`config.mk`:
```
export PLATFORM = sky130hd
export DESIGN_NAME = operand_skew
export DESIGN_NICKNAME = d
export VERILOG_FILES = /design/src/logic/systolic_pkg.sv /design/src/logic/operand_skew.sv
export SDC_FILE = /design/constraint.sdc
export NUM_CORES = 1
export LEC_CHECK = 0
export ABC_CLOCK_PERIOD_IN_PS = 800
export BUFFER_PORTS_ARGS = -buffer_cell sky130_fd_sc_hd__buf_2
export CAP_MARGIN = 20
export CELL_PAD_IN_SITES_DETAIL_PLACEMENT = 0
export CELL_PAD_IN_SITES_GLOBAL_PLACEMENT = 2
export CORE_MARGIN = 4
export CORE_UTILIZATION = 26
export DETAILED_ROUTE_END_ITERATION = 7
export PLACE_DENSITY_LB_ADDON = 0.1
export SKIP_LAST_GASP = 1
export SYNTH_ARGS = -nofsm -noshare
export SYNTH_HDL_FRONTEND = slang
export SYNTH_SLANG_ARGS = --single-unit
```
`constraint.sdc`:
```
create_clock -name clk -period 0.8 [get_ports clk]
set_clock_uncertainty 0.05 [all_clocks]
set_input_delay 0.08 -clock clk [delete_from_list [all_inputs] [get_ports clk]]
set_output_delay 0.08 -clock clk [all_outputs]
set_load 0.01 [all_outputs]
```
`src/logic/systolic_pkg.sv`:
```
package systolic_pkg;

    // array geometry
    localparam int ARRAY_HEIGHT = 4;
    localparam int ARRAY_WIDTH  = 8;

    // accumulators are double the element width
    localparam int DATA_WIDTH   = 8;
    localparam int ACC_WIDTH    = 2 * DATA_WIDTH;

    // K field has to hold MAX_K itself
    localparam int MAX_K        = 16;
    localparam int K_WIDTH      = $clog2(MAX_K + 1);
    localparam int ADDR_WIDTH   = $clog2(MAX_K);
    localparam int ROW_WIDTH    = $clog2(ARRAY_HEIGHT);

    typedef logic [DATA_WIDTH-1:0] elem_t;
    typedef logic [ACC_WIDTH-1:0]  acc_t;

    // one A column and one B row per input beat
    typedef elem_t [ARRAY_HEIGHT-1:0] a_col_t;
    typedef elem_t [ARRAY_WIDTH-1:0]  b_row_t;

    typedef acc_t [ARRAY_WIDTH-1:0] c_row_t;

    // one row of C with its index
    typedef struct packed {
        logic [ROW_WIDTH-1:0] row;
        c_row_t               data;
    } result_beat_t;

endpackage
```
`src/logic/operand_skew.sv`:
```
`timescale 1ns/10ps

module operand_skew #(
    parameter int LANES = 4
) (
    input  logic                              clk,
    input  logic                              reset_n,
    input  systolic_pkg::elem_t [LANES-1:0]   lanes_i,
    output systolic_pkg::elem_t [LANES-1:0]   lanes_o
);
    import systolic_pkg::*;

    // lane 0 goes straight through
    assign lanes_o[0] = lanes_i[0];

    for (genvar i = 1; i < LANES; i++) begin : g_lane
        elem_t [i-1:0] dly;

        always_ff @(posedge clk or negedge reset_n) begin
            if (!reset_n) begin
                dly <= '0;
            end else begin
                dly[0] <= lanes_i[i];
                for (int s = 1; s < i; s++) begin
                    dly[s] <= dly[s-1];
                end
            end
        end

        // i registers deep
        assign lanes_o[i] = dly[i-1];
    end

endmodule

```
==> qor.txt <==
status: finished, violations left
failing checks: setup timing
share of cells above drive strength 1: 0.4427
top cells by area, synth: dfrtp_1 87%, buf_4 13%
Crit Reg-Reg Endpoint: lanes_o[26]$_DFF_PN0_
die width: 80.89 um
GP Congestion: 0.5985
final worst slack: -0.1325 ns
WS Path Type: register to primary output
Worst Hold Class: primary input to primary output
CP cell instances: buf_2
WP buf/inv: 1
Worst Tran Pin Value: 0.1585 ns
Synth async-reset ratio: 1.000
Core Rows: 26
first-pass GRT wire length: 3594 um
Syn Area/Cell: 19.19 sq um
IO Pins: 66
Hold EP: lanes_o[0]
setup TNS: -2.726 ns
Final Setup Violations: 24
Total Die Area: 0.006543 sq mm
Initial Utilization: 0.2687
Synth Cell Area: 0.001381 sq mm
Max-Cap Viols: 0
Initial DRC Count: 19
Hold Fails Final Rpt: 0
Clock transition at path regs: 0.08 ns
Total GRT Usage: 0.07563
die extent in y: 80.89 um
n_diodes: 0
number of CTS-inserted buffers: 5
Ys Warns: 0
Critical Path Start Type: register
Leak: 0.0009437 uW
CP delay by family, top: flip-flops
area occupied by multi-input gates: 0 sq um
Cell variety after synth: 2
CP Launch Point: lanes_o[30]$_DFF_PN0_
htree depth: 2
Max transition margin: 0.8943
Multi-Input Combinational: 0
post-synthesis sequential area ratio: 0.8696
pin count of the biggest net entering global routing: 31
CP required: 0.67 ns
worst vdd ir: 1.154 mV
clk_lat worst skew: 0.28 ns
Final min period: 0.9325 ns
syn_nets: 106
Port Buffers: 49
Post-Place Cells: 169
RSZ-0062 raised after global routing: true
initial antenna violation count: 0
CTS Sinks: 48
Routed Antenna Nets: 0
CP max stage delay: 0.38 ns
Hold Startpoint: lanes_i[0]
Total Wirelength: 2059 um
top post-synthesis cells by count: 48 x dfrtp_1, 24 x buf_4
cell depth of the worst flop-to-flop path: 0
main flop type after synthesis: dfrtp_1
CTS tree: yes
number of synthesized register bits: 48
Period Utilization, post-route: 1.166
DR WL/cell: 10.24 um
DR pass1 iterations: 2
pwr/cell area: 2467 mW/mm^2
Synth area leader: dfrtp_1
Final nets: 165
fmax: 1072 MHz
WP data arrival: 0.80 ns
Worst R2R Setup Slack: 0.26 ns
hold depth: 0
DR vias: 680
most common cell in the netlist: dfrtp_1
vias in the first global route: 799
total gr overflow: 0
Post-Layout Cell Count: 201
post-layout util: 0.3824
number of synthesized flops with an enable pin: 0
area grow syn2layout: 42.30%
critical path's slowest cell: dfrtp_1
Clock Tree Buf Depth: 2
maximum fanout along the worst path: 1
Final Max Slew Viols: 0
kind of end point of the critical path: primary output
share of the synthesized area in the top cell type: 0.8696
core area: 0.005140 sq mm
worst reg2reg startpoint: g_lane[3].dly[10]$_DFF_PN0_
post-synthesis cell count: 72
via/cell ratio: 3.383
DRC: 0
root buffer cell: clkbuf_8
## timing repair
item	in CTS	in global routing
setup buffers	0	0
resized for setup	0	2
hold endpoints to repair	72	0
endpoints found under the setup margin	24	24
cloned	0	0
hold buffers	25	0
## registers in the layout (all words and copies together) (netlist names)
signal / count
lanes_o: 16
g_lane.dly: 32
## metal layers
| layer | global-route usage | vias to the layer above | routed length [um] |
|---|---|---|---|
| met5 | 0 | - | 0 |
| met4 | 0.04054 | 0 | 50 |
| met3 | 0.04435 | 6 | 229 |
| met2 | 0.1199 | 36 | 1034 |
| met1 | 0.07863 | 330 | 746 |
| li1 | - | 308 | - |
## report_power, final
| part | switching (uW) | internal, uW |
|---|---|---|
| sequential | 28.9 | 2550 |
| combinational | 131 | 188 |
| clock | 727 | 1230 |
## cell type report
class	count	area, sq um
fill	512	3174
sequential	48	1201
timing repair buffer	76	548.0
tap	70	87.58
clock buffer	5	68.82
clock inverter	2	60.06
## stage by stage
| stage | total power (uW) | cell area [sq um] | hold WS (ns) | worst slack, ns |
|---|---|---|---|---|
| floorplan | 2752 | 1381 | -0.2656 | 0.2032 |
| global placement | 2847 | 1574 | 0.01220 | 0.1984 |
| detailed placement | 2852 | 1574 | 0.01404 | 0.1750 |
| CTS | 4944 | 1953 | 0.1101 | -0.1616 |
| global route | 5110 | 1966 | 0.1100 | -0.1885 |
| finish | 4850 | 1966 | 0.1100 | -0.1325 |
## cells in the final DEF (no fill, tap or decap)
| cell | netlist | final |
|---|---|---|
| dfrtp_1 | 48 | 48 |
| buf_2 | 0 | 47 |
| dlygate4sd3_1 | 0 | 25 |
| clkbuf_8 | 0 | 5 |
| bufinv_16 | 0 | 2 |
| buf_6 | 0 | 2 |
| buf_12 | 0 | 2 |
## how the worst max path moves through the flow
stage / end / depth (start not counted)
floorplan: lanes_o[16] / 1
global placement: lanes_o[15] / 1
detailed placement: lanes_o[30] / 1
CTS: lanes_o[30] / 1
global route: lanes_o[26] / 1
finish: lanes_o[30] / 1
## cells by family (layout without fill, tap and decap cells)
group | after synthesis | count (layout) | share of synthesized area
flip-flops | 48 | 48 | 0.8696
buffers and inverters | 24 | 83 | 0.1304
Power figures use the tool's default switching activity.
