[src/logic/systolic_pkg.sv]
package systolic_pkg;

    // array geometry
    localparam int ARRAY_HEIGHT = 4;
    localparam int ARRAY_WIDTH  = 8;

    // accumulators are double the element width
    localparam int DATA_WIDTH   = 8;
    localparam int ACC_WIDTH    = 2 * DATA_WIDTH;

    // K field has to hold MAX_K itself
    localparam int MAX_K        = 16;
    localparam int K_WIDTH      = $clog2(MAX_K + 1);
    localparam int ADDR_WIDTH   = $clog2(MAX_K);
    localparam int ROW_WIDTH    = $clog2(ARRAY_HEIGHT);

    typedef logic [DATA_WIDTH-1:0] elem_t;
    typedef logic [ACC_WIDTH-1:0]  acc_t;

    // one A column and one B row per input beat
    typedef elem_t [ARRAY_HEIGHT-1:0] a_col_t;
    typedef elem_t [ARRAY_WIDTH-1:0]  b_row_t;

    typedef acc_t [ARRAY_WIDTH-1:0] c_row_t;

    // one row of C with its index
    typedef struct packed {
        logic [ROW_WIDTH-1:0] row;
        c_row_t               data;
    } result_beat_t;

endpackage
[src/logic/matmul_ctrl.sv]
`timescale 1ns/10ps

module matmul_ctrl (
    input  logic                             clk,
    input  logic                             reset_n,
    input  logic                             start_i,
    input  logic [systolic_pkg::K_WIDTH-1:0] k_i,
    input  logic                             a_full_i,
    input  logic                             b_full_i,
    input  logic                             drain_done_i,
    output logic [systolic_pkg::K_WIDTH-1:0] k_o,
    output logic                             load_en_o,
    output logic                             replay_en_o,
    output logic                             clear_o,
    output logic                             capture_o,
    output logic                             busy_o,
    output logic                             done_o
);
    import systolic_pkg::*;

    typedef enum logic [1:0] {
        ST_IDLE,
        ST_LOAD,
        ST_COMPUTE,
        ST_DRAIN
    } state_t;

    state_t             state;
    logic [K_WIDTH-1:0] k_q;
    logic [K_WIDTH:0]   cycle_cnt;
    logic [K_WIDTH:0]   last_cycle;

    // replay, skew depth and array pass-through
    assign last_cycle = {1'b0, k_q} + (K_WIDTH + 1)'(ARRAY_HEIGHT + ARRAY_WIDTH - 1);

    assign k_o         = k_q;
    assign busy_o      = (state != ST_IDLE);
    assign load_en_o   = (state == ST_LOAD);
    assign replay_en_o = (state == ST_COMPUTE) && (cycle_cnt < {1'b0, k_q});
    assign clear_o     = (state == ST_COMPUTE) && (cycle_cnt == '0);
    assign capture_o   = (state == ST_COMPUTE) && (cycle_cnt == last_cycle);

    always_ff @(posedge clk or negedge reset_n) begin
        if (!reset_n) begin
            state     <= ST_IDLE;
            k_q       <= '0;
            cycle_cnt <= '0;
            done_o    <= 1'b0;
        end else begin
            done_o <= 1'b0;
            case (state)
                ST_IDLE: begin
                    if (start_i) begin
                        // zero means the largest job
                        k_q   <= (k_i == '0) ? K_WIDTH'(MAX_K) : k_i;
                        state <= ST_LOAD;
                    end
                end
                ST_LOAD: begin
                    if (a_full_i && b_full_i) begin
                        cycle_cnt <= '0;
                        state     <= ST_COMPUTE;
                    end
                end
                ST_COMPUTE: begin
                    cycle_cnt <= cycle_cnt + 1'b1;
                    if (cycle_cnt == last_cycle) begin
                        state <= ST_DRAIN;
                    end
                end
                default: begin
                    if (drain_done_i) begin
                        done_o <= 1'b1;
                        state  <= ST_IDLE;
                    end
                end
            endcase
        end
    end

endmodule

[config.mk]
export PLATFORM = sky130hd
export DESIGN_NAME = matmul_ctrl
export DESIGN_NICKNAME = d
export VERILOG_FILES = /design/src/logic/systolic_pkg.sv /design/src/logic/matmul_ctrl.sv
export SDC_FILE = /design/constraint.sdc
export NUM_CORES = 1
export LEC_CHECK = 0
export BUFFER_PORTS_ARGS = -buffer_cell sky130_fd_sc_hd__buf_2
export CORE_MARGIN = 2
export CORE_UTILIZATION = 53
export DETAILED_ROUTE_END_ITERATION = 10
export PLACE_DENSITY = 0.8
export SLEW_MARGIN = 5
export SYNTH_ARGS = -nofsm -noshare
export SYNTH_HDL_FRONTEND = slang
export SYNTH_SLANG_ARGS = --single-unit
[constraint.sdc]
create_clock -name clk -period 2.6 [get_ports clk]
set_input_delay 0.52 -clock clk [delete_from_list [all_inputs] [get_ports clk]]
set_output_delay 0.52 -clock clk [all_outputs]
set_load 0.02 [all_outputs]
==> flow_metrics.tcl <==
set metrics [dict create \
    core_um2 1780 \
    final_nets 159 \
    clock.fmax_mhz 404 \
    layout-drive-gt1-share_pct 26.1 \
    vias_per_cell 5.50 \
    grt_pass1_vias 808 \
    slew_violations 0 \
    postCtsHoldBufs 0 \
    intPower_uw 791 \
    hp-class "input pin to asynchronous set/reset pin" \
    period_needed_ns 2.48 \
    place_ws_ns 0.391 \
    outcome "completed" \
    p_seq_share_pct 27.8 \
    cts_max_level 1 \
    grt_usage_pct 21.2 \
    ys_warn_count 0 \
    dieArea_um2 2320 \
    ir_drop_mv 0.846 \
    clock-skew-final_ns 0.00176 \
    final_antenna_net_count 0 \
    drt_iter0_markers 12 \
    tightest_slew_ns 0.659 \
    ys_ff_latch 14 \
    cp_max_fo 6 \
    synth.net_count 135 \
    start_kind "flip-flop" \
    finalSetupTns_ns 0 \
    syn_avg_cell_area_um2 9.24 \
    routed-via-count 874 \
    cp.arrival_ns 1.96 \
    std_cell_rows 15 \
    crit_required_ns 2.08 \
    dp_cells 155 \
    synthCells 112 \
    post_dp_cell_area_um2 1150 \
    power_frac_comb_pct 64.3 \
    totalWireLength_um 2140 \
    grt_pass1_wl_um 3450 \
    power.switching_uw 751 \
    die_w_um 48.2 \
    clock_path_buffers 2 \
    end_kind "primary output" \
    drv_cap 0 \
    root_buffer "clkbuf_4" \
    finalPower_uw 1540 \
    wl_per_cell_um 13.5 \
    area_delta_synth_final_pct 15.1 \
    antenna_found_initial 0 \
    grt_max_degree 15 \
    synth_edf_count 0 \
    syn_area_um2 1030 \
    hpwl_um 1610 \
    cts.reportedPaths.clkPinSlew_ns 0.08 \
    p_leak_uw 0.000571 \
    dr.pass1.iters 4 \
    yosys_most_used_dff "dfrtp_1" \
    diodes 0 \
    setup_violations 0 \
    drc 0 \
    grt-ovfl-total 0 \
    start_util_pct 58.0 \
    crit_type "flip-flop to primary output" \
    synth-seq-area-share_pct 33.9 \
    clk_latency_ns 0.27 \
    sw_frac_of_total_pct 48.7 \
    stdcell_count 159 \
    die_h_um 48.2 \
    numCtsBuffers 3 \
    cellPowerDensity_nw_per_um2 1290 \
    finalHoldViolations 0 \
    synth-async-reset-ratio_pct 100 \
    io_buffers 21 \
    final_area_um2 1190 \
    setup_ws_ns 0.124 \
    place.gp.congestion 0.777 \
    cts_tree "done" \
    io_pins 22 \
    fin_crit_sh_pct 95.2 \
    cts.sinks 14 \
    synth_cell_types 34 \
    slew_headroom_pct 55.8 \
    clkPwrFrac_pct 7.9 \
    rsz0062_at_grt "no" \
]
==> cells in the mapped netlist, types with 3 or more instances <==
cell	count	area, um2
nor3_1	5	25.0
xnor2_1	5	43.8
nor2b_1	3	18.8
o21ai_0	6	30.0
nand2_1	10	37.5
a21oi_1	5	25.0
nor4_1	3	18.8
ha_1	12	150
inv_1	12	45.0
or4_1	3	22.5
dfrtp_1	14	350
mux2_2	4	45.0
==> worst paths after layout <==
check	start	endpoint	slack (ns)	cells past startpoint
max reg2reg	state[0]	state[1]	0.53	7
max in group asynchronous	reset_n	k_o[0]	2.22	1
min	reset_n	k_o[0]	0.13	1
min in group clk	drain_done_i	done_o	0.49	2
min reg2reg	cycle_cnt[0]	cycle_cnt[0]	0.55	1
max	cycle_cnt[1]	replay_en_o	0.12	7
==> registers in the layout, summed over array words and instances (netlist names) <==
| name | flops |
|---|---|
| cycle_cnt | 6 |
| done_o | 1 |
| k_o | 5 |
| state | 2 |
==> power by group through the flow <==
| stage | registers (uW) | logic, uW | clock network, uW |
|---|---|---|---|
| 4_1_cts | 428 | 960 | 122 |
| 5_1_grt | 445 | 1110 | 129 |
| 3_5_place_dp | 433 | 952 | 0 |
| 3_3_place_gp | 429 | 916 | 0 |
| 2_1_floorplan | 444 | 718 | 0 |
| 6_report | 428 | 992 | 122 |
==> cells in the final DEF (no fill, tap or decap), drive strengths merged <==
cell type,n
dfrtp,14
xnor2,5
nand3,2
nand2b,2
a21bo,1
buf,22
o31a,1
clkbuf,3
a31oi,2
mux2i,2
a211oi,1
ha,12
xor2,2
or3,1
nor3,5
nor4,3
o211a,1
a21oi,5
o21a,2
nor2,2
o311ai,1
o21ai,9
mux2,4
a32o,1
nand2,10
nor2b,3
or4,3
or2,1
and2,1
inv,12
o32a,1
==> stage by stage <==
stage          utilization (%)  hold WS (ns)
2_1_floorplan                -         0.224
3_3_place_gp              64.6         0.427
3_5_place_dp              64.6         0.433
4_1_cts                   65.8         0.138
5_1_grt                   66.8         0.154
6_report                  66.8         0.125
==> cell families after synthesis <==
family,synth area share [%]
DFF,33.9
xor gates and xnor gates,5.93
AOI/OAI and AO/OA,16.1
adders and majority gates,14.5
and+or+nand+nor,17.1
muxes,6.29
buffers and inverters,6.29
==> final cells by class <==
cell class	count	area, um2
Clock buffer	3	22.5
Multi-Input combinational cell	83	626
Tap cell	25	31.3
Sequential cell	14	352
Inverter	12	45.0
Fill cell	146	592
Timing Repair Buffer	22	115
==> layer usage <==
metal / global-route usage (%) / wire (um) / up-vias
li1: - / - / 440
met1: 26.5 / 1030 / 410
met2: 36.6 / 1030 / 20
met3: 2.22 / 50 / 4
met4: 9.19 / 32 / 0
met5: 0 / 0 / -
==> what timing repair did <==
action,4_1_cts,5_1_grt
setup endpoints to repair,0,2
buffers inserted,0,1
resized for setup,0,3
==> worst max-delay path, stage by stage (launching register included) <==
cell and delay (ns):
dfrtp_1 0.47, ha_1 0.29, nor2b_1 0.14, o21a_1 0.16, o21ai_0 0.13, nand2b_1 0.08
a211oi_1 0.24, buf_4 0.18
No activity file was read; power rests on OpenSTA's default activity.
