File: config.mk
export PLATFORM = sky130hd
export DESIGN_NAME = operand_buffer
export DESIGN_NICKNAME = d
export VERILOG_FILES = /design/src/logic/systolic_pkg.sv /design/src/logic/operand_buffer.sv
export SDC_FILE = /design/constraint.sdc
export NUM_CORES = 1
export LEC_CHECK = 0
export BUFFER_PORTS_ARGS = -buffer_cell sky130_fd_sc_hd__buf_2
export CAP_MARGIN = 0
export CORE_MARGIN = 3
export CORE_UTILIZATION = 40
export CTS_CLUSTER_SIZE = 8
export DETAILED_ROUTE_END_ITERATION = 8
export MAX_ROUTING_LAYER = met4
export PLACE_DENSITY_LB_ADDON = 0.05
export RECOVER_POWER = 25
export SKIP_CTS_REPAIR_TIMING = 1
export SYNTH_ARGS = -nofsm -noshare
export SYNTH_HDL_FRONTEND = slang
export SYNTH_SLANG_ARGS = --single-unit
File: constraint.sdc
create_clock -name clk -period 1.8 [get_ports clk]
set_input_delay 0.09 -clock clk [delete_from_list [all_inputs] [get_ports clk]]
set_output_delay 0.09 -clock clk [all_outputs]
set_load 0.1 [all_outputs]
File: src/logic/systolic_pkg.sv
package systolic_pkg;

    // array geometry
    localparam int ARRAY_HEIGHT = 4;
    localparam int ARRAY_WIDTH  = 8;

    // accumulators are double the element width
    localparam int DATA_WIDTH   = 8;
    localparam int ACC_WIDTH    = 2 * DATA_WIDTH;

    // K field has to hold MAX_K itself
    localparam int MAX_K        = 16;
    localparam int K_WIDTH      = $clog2(MAX_K + 1);
    localparam int ADDR_WIDTH   = $clog2(MAX_K);
    localparam int ROW_WIDTH    = $clog2(ARRAY_HEIGHT);

    typedef logic [DATA_WIDTH-1:0] elem_t;
    typedef logic [ACC_WIDTH-1:0]  acc_t;

    // one A column and one B row per input beat
    typedef elem_t [ARRAY_HEIGHT-1:0] a_col_t;
    typedef elem_t [ARRAY_WIDTH-1:0]  b_row_t;

    typedef acc_t [ARRAY_WIDTH-1:0] c_row_t;

    // one row of C with its index
    typedef struct packed {
        logic [ROW_WIDTH-1:0] row;
        c_row_t               data;
    } result_beat_t;

endpackage
File: src/logic/operand_buffer.sv
`timescale 1ns/10ps

module operand_buffer #(
    parameter type payload_t = systolic_pkg::elem_t
) (
    input  logic                            clk,
    input  logic                            reset_n,
    input  logic                            load_en_i,
    input  logic                            replay_en_i,
    input  logic [systolic_pkg::K_WIDTH-1:0] k_i,
    input  logic                            valid_i,
    input  payload_t                        data_i,
    output logic                            ready_o,
    output logic                            full_o,
    output payload_t                        data_o,
    output logic                            data_valid_o
);
    import systolic_pkg::*;

    payload_t              mem [MAX_K];
    logic [K_WIDTH-1:0]    wr_cnt;
    logic [ADDR_WIDTH-1:0] rd_ptr;

    assign ready_o = load_en_i && (wr_cnt != k_i);
    assign full_o  = load_en_i && (wr_cnt == k_i);

    always_ff @(posedge clk) begin
        if (valid_i && ready_o) begin
            mem[wr_cnt[ADDR_WIDTH-1:0]] <= data_i;
        end
    end

    // write count restarts whenever the load phase is left
    always_ff @(posedge clk or negedge reset_n) begin
        if (!reset_n) begin
            wr_cnt <= '0;
        end else if (!load_en_i) begin
            wr_cnt <= '0;
        end else if (valid_i && ready_o) begin
            wr_cnt <= wr_cnt + 1'b1;
        end
    end

    always_ff @(posedge clk or negedge reset_n) begin
        if (!reset_n) begin
            rd_ptr       <= '0;
            data_valid_o <= 1'b0;
        end else begin
            data_valid_o <= replay_en_i;
            rd_ptr       <= replay_en_i ? rd_ptr + 1'b1 : '0;
        end
    end

    always_ff @(posedge clk) begin
        if (replay_en_i) begin
            data_o <= mem[rd_ptr];
        end
    end

endmodule

==> out/results.tsv <==
stage	metric	value	unit
drt	drc_errors	0	
final_layout	nNetsFinal	423	
clock_tree	clock-sinks	146	
synthesis	synth-xor-area-share	1.02	%
critical_path	crit_path_max_fanout	3	
drt	vias_per_cell	5.29	
drt	route.met2.wl	6310	µm
final_layout	final_area	0.00745	mm²
critical_path	rr_startpoint	wr_cnt[1]	
drt	num_vias	3150	
critical_path	path_class	reg2out	
run_status	outcome	complete, no violations	
clock_tree	cts_buffers	17	
synthesis	netlist_area	0.00600	mm²
global_routing	grt_pass1_vias	3242	
timing	relSlewSlack	38.1	%
synthesis	synth_cell_types	36	
synthesis	yosysSeqAreaShare	72.2	%
place	dpl.hpwl	8590	µm
critical_path	r2r_cells	6	
synthesis	synthTopCellsByArea	edfxtp_1 68%, mux4_2 6.0%, mux2i_1 5.8%, dfrtp_1 4.2%, a221oi_2 2.3%	
synthesis	synth_top_family_by_area	multiplexers	
timing	hold_slack	0.0120	ns
final_layout	seqCellArea	0.00434	mm²
drt	postRouteWirelength	13000	µm
pwr	peakVddDrop	0.604	mV
synthesis	synthArstFlopShare	6.85	%
synthesis	yosysMostFrequentCell	edfxtp_1	
clock_tree	cts_buffer_depth	2	
critical_path	startpoint_type	flip-flop	
final_layout	syn2layout_area_growth	24.1	%
die	initial_core_util	41.1	%
timing	setup_viol	0	
clock_tree	cts_tree	done	
synthesis	synthSimpleGateAreaFrac	4.57	%
drt	firstDrtPassIters	4	
synthesis	muxShareOfSynthArea	12.0	%
global_routing	antenna_found_initial	0	
synthesis	synth-edff-count	136	
synthesis	syn_inst	328	
clock_tree	cts-root-buf	clkbuf_16	
synthesis	yosysTopAreaCell	edfxtp_1	
die	rows	44	
timing	hold_viol_final	0	
synthesis	ys_seq_elements	146	
critical_path	crit_slowest_cell	dfrtp_1	
critical_path	cp_num_buf_inv	2	
drt	drt_iter0_markers	222	
pwr	powerDensity	1090	mW/mm²
timing	fin_skew	0.00789	ns
min_path	hold_depth	3	
critical_path	crit_path_end_kind	output pin	
global_routing	grt_max_degree	21	
min_path	hp-start	load_en_i	
final_layout	drive_gt1_share	36.5	%
final_layout	multi_input_area	0.00168	mm²
place	io_buffers	28	
timing	final.min_clock_period	1.79	ns
clock_tree	htreeDepth	4	
critical_path	path_cells	xnor2_2, nand3_2, buf_6, nor3_4, buf_12	
min_path	hold_path.class	in2reg	
timing	drv_slew	0	
die	dieArea	0.0165	mm²
global_routing	grtUsageTotal	17.4	%
pwr	total_power	0.00809	W
timing	rsz0062_at_grt	yes	
timing	fmax	558	MHz
critical_path	crit_arrival	1.70	ns
synthesis	synth_compound_area_share	6.40	%
critical_path	worstPathRequired	1.71	ns
critical_path	crit_family	flip-flops	
critical_path	crit_path_max_incr_delay	0.41	ns
drt	wl_met1	6080	µm
drt	wire_per_inst	21.9	µm
global_routing	grt_pass1_wl	19900	µm
place	place_congestion	0.829	
drt	ant_nets	0	
clock_tree	clk_latency	0.42	ns
drt	dr.max_layer_used	met4	
final_layout	postLayoutCoreUtil	51.0	%
min_path	whs_endpoint	wr_cnt[1]	
synthesis	netlist.area_leader.share	68.1	%
place	placed_area	0.00661	mm²
timing	fin_crit_sh	99.6	%
pwr	leakage	2.57	nW
critical_path	ff2ff_setup_slack	0.03	ns
final_layout	diodes	0	
die	die_h	128	µm
clock_tree	clk_pin_slew_worst_paths	0.06	ns
critical_path	r2r-end	mem[5][2]	
global_routing	grt-ovfl-total	0	
synthesis	synthAdderAreaFrac	1.04	%
synthesis	ys_warn_count	0	
drt	dr_wl_met3	474	µm
die	io_pins	29	
die	fp.dieW	128	µm
die	coreArea	0.0146	mm²
synthesis	syn_nets	351	
flow_run	cap_violations	0	
timing	fin_tns_setup	0	ns
synthesis	ys.flop_type	edfxtp_1	
timing	worst_slew_pin_slew	0.928	ns
synthesis	synth_common_cells	136 x edfxtp_1, 35 x mux2i_1, 22 x nand2_1	
synthesis	syn_area_per_cell	18.3	µm²
final_layout	nFillCells	1196	
-- through the flow --
step / std cells / setup WS [ns]
floorplan: 328 / -0.156
global placement: 561 / -0.224
detailed placement: 561 / -0.204
CTS: 591 / -0.222
global route: 595 / -0.0992
finish: 595 / 0.00644
-- registers in the layout, summed over array words and instances (netlist names) --
register and count:
rd_ptr 4, data_valid_o 1, data_o 8, wr_cnt 5, mem 128
-- worst register-to-register path, delay by kind of cell, from the launching register on --
kind	cells	cell delay (ns)
flops	1	0.41
compound gates	1	0.39
buf+inv	2	0.33
simple gates	2	0.21
xor+xnor	1	0.19
-- placed cells by master (no fill, tap or decap), types with 2 or more instances in the layout --
cell,count
buf_6,9
clkbuf_16,17
a221oi_1,7
ha_1,5
clkinv_4,3
nor3_4,5
clkinvlp_4,2
and2_4,2
mux2i_1,35
a221oi_2,9
nand4_1,3
buf_12,9
and2_1,4
dfrtp_2,2
o211ai_4,2
a21oi_1,2
bufinv_16,3
mux4_2,16
nor2_2,5
nand2_1,22
clkbuf_1,6
nor2b_1,2
buf_4,24
inv_1,5
a22oi_1,8
edfxtp_1,136
o21ai_0,8
nor2_4,9
xnor2_2,5
buf_2,21
dfrtp_1,8
-- worst max-delay path by stage --
stage	start	end	slack, ns	cells past startpoint
floorplan	wr_cnt[3]	mem[5][0]	-0.16	5
global placement	wr_cnt[0]	mem[11][2]	-0.22	5
detailed placement	wr_cnt[0]	mem[11][2]	-0.20	5
CTS	wr_cnt[0]	mem[11][1]	-0.22	5
global route	wr_cnt[1]	full_o	-0.1	5
finish	wr_cnt[1]	full_o	0.006	5
-- layout make-up --
class / count / share of cell area (%)
sequential: 146 / 58.2
multi-input combinational: 161 / 22.5
timing repair buffer: 69 / 8.00
clock buffer: 18 / 5.76
tap: 184 / 3.09
clock inverter: 12 / 2.15
inverter: 5 / 0.252
-- cell families (layout without fill, tap and decap cells) --
group,after synthesis,after routing
adder cells (fa/ha/maj),5,5
AND/OR/NAND/NOR,57,57
XOR/XNOR,7,7
AO/OA/AOI/OAI,40,40
multiplexers,52,52
buffers and inverters,21,104
flip-flops,146,146
-- layer usage --
metal	vias to the layer above	global-route usage, %
li1	1452	-
met1	1635	24.3
met2	47	25.4
met3	16	3.78
met4	0	5.99
met5	-	-
-- power by group --
group,switching [W],internal [W]
combinational,0.000487,0.000264
sequential,0.0000242,0.00377
clock,0.00137,0.00217
total,0.00188,0.00621
Note: power is estimated with default switching activity, not from simulation.
